## src/design/opl_types_pkg.sv

```systemverilog
// shared types for the OPL register file: slot position, channel and operator words
// imported by every design module that carries these fields
package opl_types_pkg;

    typedef logic [1:0] group_t;    // channel group 0..2
    typedef logic [2:0] subslot_t;  // operator within group 0..5
    typedef logic [9:0] fnum_t;
    typedef logic [2:0] block_t;    // octave
    typedef logic [2:0] fb_t;       // modulator feedback
    typedef logic [3:0] rate_t;     // envelope rates and sustain level
    typedef logic [5:0] tl_t;       // total level

    typedef struct packed {
        group_t   group;
        subslot_t subslot;
        logic     op;               // carrier slot
        logic     zero;             // first slot of the round
    } slot_pos_t;

    typedef struct packed {
        logic   keyon;
        block_t block;
        fnum_t  fnum;
        fb_t    fb;
        logic   con;
    } ch_cfg_t;

    typedef struct packed {
        logic       amen;           // stage IV
        logic       viben;
        logic       en_sus;
        logic       ks;             // stage II
        logic [3:0] mul;            // stage II
        logic [1:0] ksl;            // stage IV
        tl_t        tl;             // stage IV
        rate_t      ar;
        rate_t      dr;
        rate_t      sl;
        rate_t      rr;
        logic [1:0] wav;
    } op_cfg_t;

    // one strobe per register bank
    typedef struct packed {
        logic fbcon;
        logic fnumlo;
        logic fnumhi;
        logic mult;
        logic ksl_tl;
        logic ar_dr;
        logic sl_rr;
        logic wav;
    } upd_t;

endpackage

```

## src/design/opl_regmap_pkg.sv

```systemverilog
// register map and slot layout of the chip
package opl_regmap_pkg;

    localparam int SLOTS        = 18;
    localparam int GROUPS       = 3;
    localparam int SUBSLOTS     = 6;
    localparam int CH_PER_GROUP = 3;   // modulators first, then carriers
    localparam int CHANNELS     = 9;

    // bank base addresses
    localparam logic [7:0] ADDR_MULT   = 8'h20;
    localparam logic [7:0] ADDR_KSL_TL = 8'h40;
    localparam logic [7:0] ADDR_AR_DR  = 8'h60;
    localparam logic [7:0] ADDR_SL_RR  = 8'h80;
    localparam logic [7:0] ADDR_WAV    = 8'hE0;
    localparam logic [7:0] ADDR_FNUMLO = 8'hA0;
    localparam logic [7:0] ADDR_FNUMHI = 8'hB0;
    localparam logic [7:0] ADDR_FBCON  = 8'hC0;
    localparam logic [7:0] ADDR_RHYTHM = 8'hBD;

    // rhythm register bits
    localparam int RHY_EN_BIT = 5;
    localparam int RHY_BD     = 4;
    localparam int RHY_SD     = 3;
    localparam int RHY_TOM    = 2;
    localparam int RHY_TC     = 1;
    localparam int RHY_HH     = 0;

    // rhythm slot map
    localparam int RHY_SAMPLE_SLOT = 11;  // effective enable taken here
    localparam int RHY_LAST_SLOT   = 17;
    localparam int RHY_BD_SLOT0    = 12;  // bass drum keeps its connection
    localparam int RHY_BD_SLOT1    = 15;

endpackage

```

## src/design/opl_reg_decode.sv

```systemverilog
// host side of the register file with address latch, write decode and the one pending update
// a data write waits here, with busy high, until the slot block reports done
module opl_reg_decode
    import opl_types_pkg::*, opl_regmap_pkg::*;
(
    input  logic       clk,
    input  logic       rst,
    input  logic       addr,
    input  logic [7:0] din,
    input  logic       wr,
    input  logic       done,
    output upd_t       upd,
    output group_t     sel_group,
    output subslot_t   sel_sub,
    output logic [7:0] data,
    output logic       busy,
    output logic       rhy_en,
    output logic [4:0] rhy_kon
);

    logic [7:0] addr_q;
    upd_t       upd_dec;
    logic       op_bank, ch_bank, rhy_hit;
    logic       op_valid, ch_valid, accept;
    logic [3:0] ch_num, ch_grp, ch_rem;

    always_comb begin
        upd_dec        = '0;
        upd_dec.mult   = addr_q[7:5] == ADDR_MULT[7:5];
        upd_dec.ksl_tl = addr_q[7:5] == ADDR_KSL_TL[7:5];
        upd_dec.ar_dr  = addr_q[7:5] == ADDR_AR_DR[7:5];
        upd_dec.sl_rr  = addr_q[7:5] == ADDR_SL_RR[7:5];
        upd_dec.wav    = addr_q[7:5] == ADDR_WAV[7:5];
        upd_dec.fnumlo = addr_q[7:4] == ADDR_FNUMLO[7:4];
        upd_dec.fnumhi = addr_q[7:4] == ADDR_FNUMHI[7:4];
        upd_dec.fbcon  = addr_q[7:4] == ADDR_FBCON[7:4];
    end

    assign op_bank = upd_dec.mult | upd_dec.ksl_tl | upd_dec.ar_dr | upd_dec.sl_rr | upd_dec.wav;
    assign ch_bank = upd_dec.fnumlo | upd_dec.fnumhi | upd_dec.fbcon;
    assign rhy_hit = addr_q == ADDR_RHYTHM;    // 0xBD falls outside the channel range

    // channel c lives at group c/3 and modulator subslot c mod 3
    assign ch_num = addr_q[3:0];
    assign ch_grp = ch_num / 4'(CH_PER_GROUP);
    assign ch_rem = ch_num - ch_grp * 4'(CH_PER_GROUP);

    assign op_valid = op_bank && addr_q[2:0] < SUBSLOTS && addr_q[4:3] < GROUPS;
    assign ch_valid = ch_bank && ch_num < CHANNELS;
    assign accept   = wr && addr && !busy && (op_valid || ch_valid);

    always_ff @(posedge clk, posedge rst) begin
        if (rst) begin
            addr_q  <= '0;
            busy    <= 1'b0;
            upd     <= '0;
            rhy_en  <= 1'b0;
            rhy_kon <= '0;
        end else if (done) begin
            busy <= 1'b0;
            upd  <= '0;
        end else if (wr && !busy) begin   // anything written while busy is lost
            if (!addr) begin
                addr_q <= din;
            end else if (rhy_hit) begin
                rhy_en  <= din[RHY_EN_BIT];
                rhy_kon <= din[4:0];
            end else if (accept) begin
                busy <= 1'b1;
                upd  <= upd_dec;
            end
        end
    end

    always_ff @(posedge clk, posedge rst) begin
        if (rst) begin
            data      <= '0;
            sel_group <= '0;
            sel_sub   <= '0;
        end else if (accept) begin
            data      <= din;
            sel_group <= op_valid ? addr_q[4:3] : ch_grp[1:0];
            sel_sub   <= op_valid ? addr_q[2:0] : ch_rem[2:0];
        end
    end

endmodule

```

## src/design/opl_op_csr.sv

```systemverilog
// operator configuration of all slots in a circular shift register, one step per cen
// each field is rewritten at the stage where it leaves the register
module opl_op_csr
    import opl_types_pkg::*, opl_regmap_pkg::*;
(
    input  logic       clk,
    input  logic       rst,
    input  logic       cen,
    input  logic [7:0] din,
    input  upd_t       upd,
    input  logic       update_i,
    input  logic       update_ii,
    input  logic       update_iv,
    output op_cfg_t    cfg
);

    op_cfg_t mem [SLOTS];
    op_cfg_t next;

    assign cfg = mem[SLOTS-1];

    always_comb begin
        next = cfg;
        if (update_i) begin
            if (upd.mult) begin
                next.viben  = din[6];
                next.en_sus = din[5];
            end
            if (upd.ar_dr) {next.ar, next.dr} = din;
            if (upd.sl_rr) {next.sl, next.rr} = din;
            if (upd.wav)   next.wav = din[1:0];
        end
        // the word at the output holds the previous slot's II fields
        if (update_ii && upd.mult) begin
            next.ks  = din[4];
            next.mul = din[3:0];
        end
        if (update_iv) begin
            if (upd.mult)   next.amen = din[7];
            if (upd.ksl_tl) {next.ksl, next.tl} = din;
        end
    end

    always_ff @(posedge clk, posedge rst) begin
        if (rst) begin
            for (int i = 0; i < SLOTS; i++) begin
                mem[i] <= '0;
            end
        end else if (cen) begin
            mem[0] <= next;   // recirculate
            for (int i = 1; i < SLOTS; i++) begin
                mem[i] <= mem[i-1];
            end
        end
    end

endmodule

```

## src/design/opl_ch_delay.sv

```systemverilog
// delay line holding the three channels of one group, advanced on cen
module opl_ch_delay
    import opl_types_pkg::*, opl_regmap_pkg::*;
(
    input  logic    clk,
    input  logic    rst,
    input  logic    cen,
    input  ch_cfg_t d,
    output ch_cfg_t q
);

    ch_cfg_t stage [CH_PER_GROUP];

    assign q = stage[CH_PER_GROUP-1];

    always_ff @(posedge clk, posedge rst) begin
        if (rst) begin
            for (int i = 0; i < CH_PER_GROUP; i++) begin
                stage[i] <= '0;
            end
        end else if (cen) begin
            stage[0] <= d;
            for (int i = 1; i < CH_PER_GROUP; i++) begin
                stage[i] <= stage[i-1];
            end
        end
    end

endmodule

```

## src/design/opl_slot_regs.sv

```systemverilog
// slot sequencer with operator and channel storage; streams each slot's parameters
// applies the pending host update as its slot passes, then pulses done
module opl_slot_regs
    import opl_types_pkg::*, opl_regmap_pkg::*;
(
    input  logic       clk,
    input  logic       rst,
    input  logic       cen,
    input  upd_t       upd,
    input  group_t     sel_group,
    input  subslot_t   sel_sub,
    input  logic [7:0] data,
    input  logic       busy,
    input  logic       rhy_en,
    input  logic [4:0] rhy_kon,
    output logic       done,
    output slot_pos_t  pos,
    output ch_cfg_t    ch,
    output op_cfg_t    op
);

    group_t           group, next_group;
    subslot_t         subslot, next_sub;
    logic [SLOTS-1:0] slot;            // one-hot slot index
    logic [4:0]       cur_id, id_ii, id_iii, id_iv, tgt_id;
    logic             match_i, match_ii, match_iv;
    logic             applied_i, applied_ii, applied_iv;
    ch_cfg_t          grp_q [GROUPS];
    ch_cfg_t          grp_d [GROUPS];
    ch_cfg_t          ch_cur, ch_new;
    op_cfg_t          op_cfg;
    logic [5:0]       rhy_csr;
    logic             rhy_oen;         // rhythm overrides active

    always_comb begin
        next_sub   = subslot + 3'd1;
        next_group = group;
        if (subslot == subslot_t'(SUBSLOTS-1)) begin
            next_sub   = '0;
            next_group = (group == group_t'(GROUPS-1)) ? '0 : group + 2'd1;
        end
    end

    assign cur_id = {group, subslot};
    assign tgt_id = {sel_group, sel_sub};

    // id_ii and id_iv: slots one and three cen ago, seeded with slots 17..15
    always_ff @(posedge clk, posedge rst) begin
        if (rst) begin
            group   <= '0;
            subslot <= '0;
            slot    <= {{(SLOTS-1){1'b0}}, 1'b1};
            id_ii   <= {group_t'(GROUPS-1), subslot_t'(SUBSLOTS-1)};
            id_iii  <= {group_t'(GROUPS-1), subslot_t'(SUBSLOTS-2)};
            id_iv   <= {group_t'(GROUPS-1), subslot_t'(SUBSLOTS-3)};
        end else if (cen) begin
            group   <= next_group;
            subslot <= next_sub;
            slot    <= {slot[SLOTS-2:0], slot[SLOTS-1]};
            id_ii   <= cur_id;
            id_iii  <= id_ii;
            id_iv   <= id_iii;
        end
    end

    // each stage takes the update once, in whatever order the slots come
    assign match_i  = busy && !applied_i && cur_id == tgt_id;
    assign match_ii = busy && !applied_ii && id_ii == tgt_id;
    assign match_iv = busy && !applied_iv && id_iv == tgt_id;
    assign done     = cen && busy && (applied_i || match_i) && (applied_ii || match_ii)
                      && (applied_iv || match_iv);

    always_ff @(posedge clk, posedge rst) begin
        if (rst) begin
            applied_i  <= 1'b0;
            applied_ii <= 1'b0;
            applied_iv <= 1'b0;
        end else if (done) begin
            applied_i  <= 1'b0;
            applied_ii <= 1'b0;
            applied_iv <= 1'b0;
        end else if (cen) begin
            applied_i  <= applied_i | match_i;
            applied_ii <= applied_ii | match_ii;
            applied_iv <= applied_iv | match_iv;
        end
    end

    opl_op_csr u_csr (
        .clk       (clk),
        .rst       (rst),
        .cen       (cen),
        .din       (data),
        .upd       (upd),
        .update_i  (match_i),
        .update_ii (match_ii),
        .update_iv (match_iv),
        .cfg       (op_cfg)
    );

    // channel words, written at the modulator slot
    always_comb begin
        case (group)
            2'd1:    ch_cur = grp_q[1];
            2'd2:    ch_cur = grp_q[2];
            default: ch_cur = grp_q[0];
        endcase
        ch_new = ch_cur;
        if (match_i && upd.fnumlo) ch_new.fnum[7:0] = data;
        if (match_i && upd.fnumhi) {ch_new.keyon, ch_new.block, ch_new.fnum[9:8]} = data[5:0];
        if (match_i && upd.fbcon) begin
            ch_new.fb  = data[3:1];
            ch_new.con = data[0];
        end
        for (int g = 0; g < GROUPS; g++) begin
            grp_d[g] = (group == group_t'(g)) ? ch_new : grp_q[g];   // idle groups recirculate
        end
    end

    opl_ch_delay u_group0 (.clk(clk), .rst(rst), .cen(cen), .d(grp_d[0]), .q(grp_q[0]));
    opl_ch_delay u_group1 (.clk(clk), .rst(rst), .cen(cen), .d(grp_d[1]), .q(grp_q[1]));
    opl_ch_delay u_group2 (.clk(clk), .rst(rst), .cen(cen), .d(grp_d[2]), .q(grp_q[2]));

    // rhythm key-on order for slots 12..17, rotated to line up with the slot
    always_ff @(posedge clk, posedge rst) begin
        if (rst) begin
            rhy_csr <= '0;
            rhy_oen <= 1'b0;
        end else if (cen) begin
            if (slot[RHY_SAMPLE_SLOT]) rhy_oen <= rhy_en;
            if (slot[RHY_LAST_SLOT]) begin
                rhy_csr <= {rhy_kon[RHY_BD], rhy_kon[RHY_HH], rhy_kon[RHY_TOM],
                            rhy_kon[RHY_BD], rhy_kon[RHY_SD], rhy_kon[RHY_TC]};
                rhy_oen <= 1'b0;
            end else begin
                rhy_csr <= {rhy_csr[4:0], rhy_csr[5]};
            end
        end
    end

    always_comb begin
        ch = ch_cur;
        op = op_cfg;
        if (rhy_oen) begin
            ch.keyon  = rhy_csr[5];
            op.en_sus = 1'b0;
            if (!slot[RHY_BD_SLOT0] && !slot[RHY_BD_SLOT1]) ch.con = 1'b1;
        end
    end

    assign pos.group   = group;
    assign pos.subslot = subslot;
    assign pos.op      = subslot >= subslot_t'(CH_PER_GROUP);
    assign pos.zero    = slot[0];

endmodule

```

## src/design/opl_regs_top.sv

```systemverilog
// register file top: host decoder feeding the slot sequencer
// pos, ch and op stream one slot per cen
module opl_regs_top
    import opl_types_pkg::*;
(
    input  logic       clk,
    input  logic       rst,
    input  logic       cen,
    input  logic       addr,
    input  logic [7:0] din,
    input  logic       wr,
    output logic       busy,
    output slot_pos_t  pos,
    output ch_cfg_t    ch,
    output op_cfg_t    op
);

    upd_t       upd;
    group_t     sel_group;
    subslot_t   sel_sub;
    logic [7:0] data;
    logic       done;
    logic       rhy_en;
    logic [4:0] rhy_kon;

    opl_reg_decode u_decode (
        .clk       (clk),
        .rst       (rst),
        .addr      (addr),
        .din       (din),
        .wr        (wr),
        .done      (done),
        .upd       (upd),
        .sel_group (sel_group),
        .sel_sub   (sel_sub),
        .data      (data),
        .busy      (busy),
        .rhy_en    (rhy_en),
        .rhy_kon   (rhy_kon)
    );

    opl_slot_regs u_slots (
        .clk       (clk),
        .rst       (rst),
        .cen       (cen),
        .upd       (upd),
        .sel_group (sel_group),
        .sel_sub   (sel_sub),
        .data      (data),
        .busy      (busy),
        .rhy_en    (rhy_en),
        .rhy_kon   (rhy_kon),
        .done      (done),
        .pos       (pos),
        .ch        (ch),
        .op        (op)
    );

endmodule

```

## config.mk

```make
export PLATFORM = sky130hd
export DESIGN_NAME = opl_regs_top
export DESIGN_NICKNAME = d
export VERILOG_FILES = /design/src/design/opl_types_pkg.sv /design/src/design/opl_regmap_pkg.sv /design/src/design/opl_reg_decode.sv /design/src/design/opl_op_csr.sv /design/src/design/opl_ch_delay.sv /design/src/design/opl_slot_regs.sv /design/src/design/opl_regs_top.sv
export SDC_FILE = /design/constraint.sdc
export NUM_CORES = 2
export LEC_CHECK = 0
export BUFFER_PORTS_ARGS = -buffer_cell sky130_fd_sc_hd__clkbuf_2
export CORE_ASPECT_RATIO = 0.8
export CORE_MARGIN = 2
export CORE_UTILIZATION = 55
export CTS_CLUSTER_DIAMETER = 60
export CTS_CLUSTER_SIZE = 40
export DETAILED_ROUTE_END_ITERATION = 10
export PLACE_DENSITY = 0.74
export REMOVE_ABC_BUFFERS = 1
export SYNTH_ARGS = -nofsm -noshare
export SYNTH_HDL_FRONTEND = slang
export SYNTH_SLANG_ARGS = --single-unit
```

## constraint.sdc

```tcl
create_clock -name clk -period 28.1 [get_ports clk]
set_input_delay 2.81 -clock clk [delete_from_list [all_inputs] [get_ports clk]]
set_output_delay 2.81 -clock clk [all_outputs]
set_load 0.01 [all_outputs]
```

# Word-level counts from Yosys, hierarchy flattened
# Index checks and enable logic that the tools add are counted.
[classes] n_bitwise=11 multipliers=1 add_sub_neg=3 n_eq_ne=16 n_mux=45 div=1 n_reduce_logical=43 n_lt_le_gt_ge=4
[ops] cell="$mux W8" n=10
[ops] cell="$mux W18" n=4
[ops] cell="$pmux W18 S2" n=1
[ops] cell="$logic_and A1 B1 Y1" n=22
[ops] cell="$mux W1" n=19
[ops] cell="$eq A5 B5 Y1" n=3
[ops] cell="$eq A4 B4 Y1 const B" n=3
[ops] cell="$mux W6" n=2
[ops] cell="$mux W2" n=5
[ops] cell="$reduce_bool A2 Y1" n=5
[ops] cell="$eq A3 B3 Y1 const B" n=3
[ops] cell="$or A1 B1 Y1" n=9
[ops] cell="$eq A8 B8 Y1 const B" n=1
[ops] cell="$reduce_and A4 Y1" n=2
[ops] cell="$eq A3 B2 Y1 const B" n=2
[ops] cell="$logic_not A1 Y1" n=6
[ops] cell="$mux W3" n=2
[ops] cell="$mux W5" n=1
[ops] cell="$div A4 B2 Y4 const B" n=1
[ops] cell="$logic_or A1 B1 Y1" n=4
[ops] cell="$lt A4 B4 Y1 const B" n=1
[ops] cell="$mul A4 B2 Y3 const B" n=1
[ops] cell="$mux W4" n=1
[ops] cell="$reduce_and A2 Y1" n=2
[ops] cell="other kinds (13)" n=14
[totals] out_inout_bits=60 register_bits=858 elab_cells=411 in_bits=13

# Logic depth before layout (Yosys ltp)
[logic_depth] word_depth=14 mapped_depth=15 depth_no_buf=15

# Cells and area by module
# A second synthesis with hierarchy kept.
[unflattened] cells_unflattened=2412 hier_area_um2=36296.1
[by_module_without_submodules] module="opl_op_csr" instances=1 seq_area_each_um2=15314.7 cells_each=1448 area_each_um2=23771.5
[by_module_without_submodules] module="opl_ch_delay" instances=3 seq_area_each_um2=1351.3 cells_each=133 area_each_um2=2397.3
[by_module_without_submodules] module="opl_slot_regs" instances=1 seq_area_each_um2=1212.4 cells_each=410 area_each_um2=3448.3
[by_module_without_submodules] module="opl_reg_decode" instances=1 seq_area_each_um2=900.9 cells_each=155 area_each_um2=1884.3

# Least setup slack after synthesis
# Ideal clock, no wire load.
[synth_path] kind="register to output" from="register u_slots.group[0]" to="output ch[0] in the netlist's numbering" arrival_ns=1.723 setup_slack_ns=23.567 path_stages_with_launch=8 path_cell_list="dfrtp_1 > inv_1 > ha_1 > clkbuf_1 > clkbuf_1 > nor2_1 > a21oi_1 > a21o_1"
[synth_lines] element="start: declaration" line="opl_slot_regs.sv:22" source="group_t group, next_group;"
[synth_lines] element="start signal: assignment" line="opl_slot_regs.sv:57" source="group <= next_group;"
[synth_lines] element="end: declaration" line="opl_regs_top.sv:14" source="output ch_cfg_t ch,"

==> results.md <==
* Status: completed
* Multi-input gate area at 11,630 µm²
* Htree depth at 2
* GRT Util Overall at between 10% and 20%
* Clock Path Buffers at 3
* Antenna Cells at 0
* Antenna viol nets, final at 0
* FFs w/ async S/R, synth at between 90% and 100%
* DRC viols at 0
* Die area at 63,760 µm²
* Num rows at 81
* Final Cycle Share at between 20% and 30%
* Root Driver: clkbuf_16
* Fin crit period at about 6.6 ns
* Worst hold-check slack at 0.4718 ns
* WS Path Type: in -> async
* Syn Std Cell Area at approximately 34,000 µm²
* Register area share after synthesis at 63.26%
* Initial drt markers at 1,200
* WL final at roughly 57,000 µm
* Chip height at about 230 µm
* Leakage at 16.62 nW
* Vias at between 15,000 and 20,000
* Initial antenna violation count at 0
* First-pass GRT wire length at about 95,000 µm
* Setup crit end kind: asynchronous set/reset pin
* Pwr dens at roughly 110 nW/µm²
* First-pass iteration count of the detailed router at 5
* Synthesis-stage register bit count at around 860
* Max Fclk at roughly 0.15 GHz
* Via density at around 5.5
* PnR Total Power at 3.993 mW
* RSZ-0062 raised after global routing: no
* Worst-skew pair later-pin latency at between 0.6 and 0.7 ns
* Number of synthesized flops with an enable pin at 0
* Setup violators final at 0
* Hold_buf cts at 0
* Share of the synthesized area in the top cell type at between 60% and 70%
* Cts bufs inserted at 45
* Max-slew violation count at 0
* Most frequent cell after synthesis: dfrtp_1
* # port buffers at 72
* Type of the most critical hold path: reg -> reg
* # IOs at 73
* Core area at 61,110 µm²
* FF+latch area at between 20,000 and 25,000 µm²
* Post-Route Skew at 0.03641 ns
* Cell taking the most area after synthesis: dfrtp_1
* Vias in the first global route at 18,190
* Setup TNS at 0 ns
* Post-CTS Resized at 0
* FILL cells at about 4,600
* Synth Warn # at 0
* Critical Path RT at about 29 ns
* CTS clock-pin slew for the worst setup and hold paths at ~0.12 ns
* Area growth syn-to-layout at 7.782%
* CTS tree: built
* Post-DP HPWL at between 30,000 and 40,000 µm
* Rel. slew slack at 19.86%
* Final hold violations at 0
* Clk sinks at 858
* Worst-Margin Slew at approximately 1.2 ns
* Cells after Synth at between 2,000 and 2,500
* GRT overflow at 0
* RePlAce Congestion at roughly 0.75
* Maximum vdd ir drop at 0.06638 mV
* Starting Density at roughly 56%
* Avg Cell Area, Syn at ~15 µm²
* WP data arrival at 7.25 ns
* Post-CTS Setup Inserts at 0
* Layout cells sized above 1 at roughly two fifths
* Distinct cells, synth at 50
* Synth Flop Type: dfrtp_1
* Crit Path Max Fanout at approximately 130
* Post-synth top cells: dfrtp_1 (849), mux2_2 (739), clkbuf_1 (92)
* Nets@finish at 2,292
* Per-cell routed wire length at between 15 and 20 µm
* Maxcap violations at 0
* Synth top area cells: dfrtp_1 (63%), mux2_2 (25%), mux2i_1 (1.7%)
* Die extent in x at 281.8 µm
* Critical Path Source Type: input pin
* Largest net degree at the start of global routing at roughly 200
-- stage by stage --
stage | std cells | worst slack (ns) | utilization (%) | instance area (µm²)
6_report | 3135 | 21.47 | 59.89 | 36600
5_1_grt | 3135 | 20.63 | 59.89 | 36600
4_1_cts | 3135 | 21.23 | 59.89 | 36600
3_5_place_dp | 3051 | 20.57 | 56.90 | 34780
3_3_place_gp | 3051 | 20.77 | 56.90 | 34780
2_1_floorplan | 2131 | 1.195 | - | 33190
-- state kept, by name, summed over array words and instances, names as in the netlist, 18 cells and up --
signal                  flops
u_slots.u_group1.q         18
u_slots.u_group0.stage     36
u_slots.u_csr.mem         578
u_slots.u_csr.cfg          34
u_slots.u_group2.q         18
u_slots.u_group0.q         18
u_slots.slot               18
u_slots.u_group2.stage     36
u_slots.u_group1.stage     36
-- layout make-up --
type | instances | share of cell area (%)
clock buffers | 47 | 3.213
clock inverters | 37 | 1.774
inverters | 20 | 0.2256
multi-input cells | 1253 | 31.77
flip-flops and latches | 858 | 58.69
well taps | 830 | 2.837
repair buffers | 90 | 1.484
-- report_power, final --
part | internal (mW) | switching, mW
Combinational | 0.562 | 0.475
Clock | 0.362 | 0.470
Sequential | 1.78 | 0.340
Total | 2.71 | 1.29
-- path summary, 6_finish.rpt --
| check | from | end | slack (ns) | cells after the start |
|---|---|---|---|---|
| hold / removal | u_slots.u_csr.mem[594] | u_slots.u_csr.mem[560] | 0.47 | 1 |
| max in group clk | cen | u_slots.u_csr.mem[119] | 21.94 | 5 |
| setup reg to reg | u_decode.addr_q[3] | u_decode.sel_sub[2] | 24.63 | 15 |
| min in group asynchronous | rst | u_slots.u_csr.mem[124] | 2.37 | 2 |
| setup / recovery | rst | u_slots.u_csr.mem[232] | 21.47 | 6 |
| hold reg to reg | u_slots.u_csr.mem[594] | u_slots.u_csr.mem[560] | 0.47 | 1 |
-- worst max-delay path: stages --
cell and delay (ns):
clkbuf_2 0.12, inv_8 0.58, buf_4 0.85, buf_4 0.85, buf_4 0.96, buf_4 0.87
-- routing by layer --
layer / up-vias / part of all wire, % / track usage (%)
met5: - / 0 / 0
li1: 8018 / - / -
met4: 0 / 2.0 / 4.375
met2: 224 / 49 / 30.07
met3: 72 / 3.8 / 3.184
met1: 8973 / 46 / 26.00
-- layout by cell type (no fill, tap or decap), types with 15 or more instances in the layout --
cell type    n
dfrtp_1    849
mux2_2     739
nor2_1      78
clkbuf_2    71
a21oi_1     63
o21ai_0     60
nor2b_1     60
mux2i_1     56
a31oi_1     55
clkbuf_16   47
nand2_1     24
inv_1       19
a22oi_1     19
xor2_1      15
buf_4       15
-- cell families (layout without fill, tap and decap cells) --
| logic type | after synthesis | in the layout | synth area share [%] |
|---|---|---|---|
| mux | 795 | 795 | 26.16 |
| buf+inv | 180 | 194 | 2.494 |
| compound gates | 223 | 223 | 4.027 |
| simple gates | 203 | 203 | 3.095 |
| fa+ha+maj | 11 | 11 | 0.4274 |
| xor+xnor | 21 | 21 | 0.5416 |
| flops | 858 | 858 | 63.26 |
Note: power is estimated with default switching activity, not from simulation.
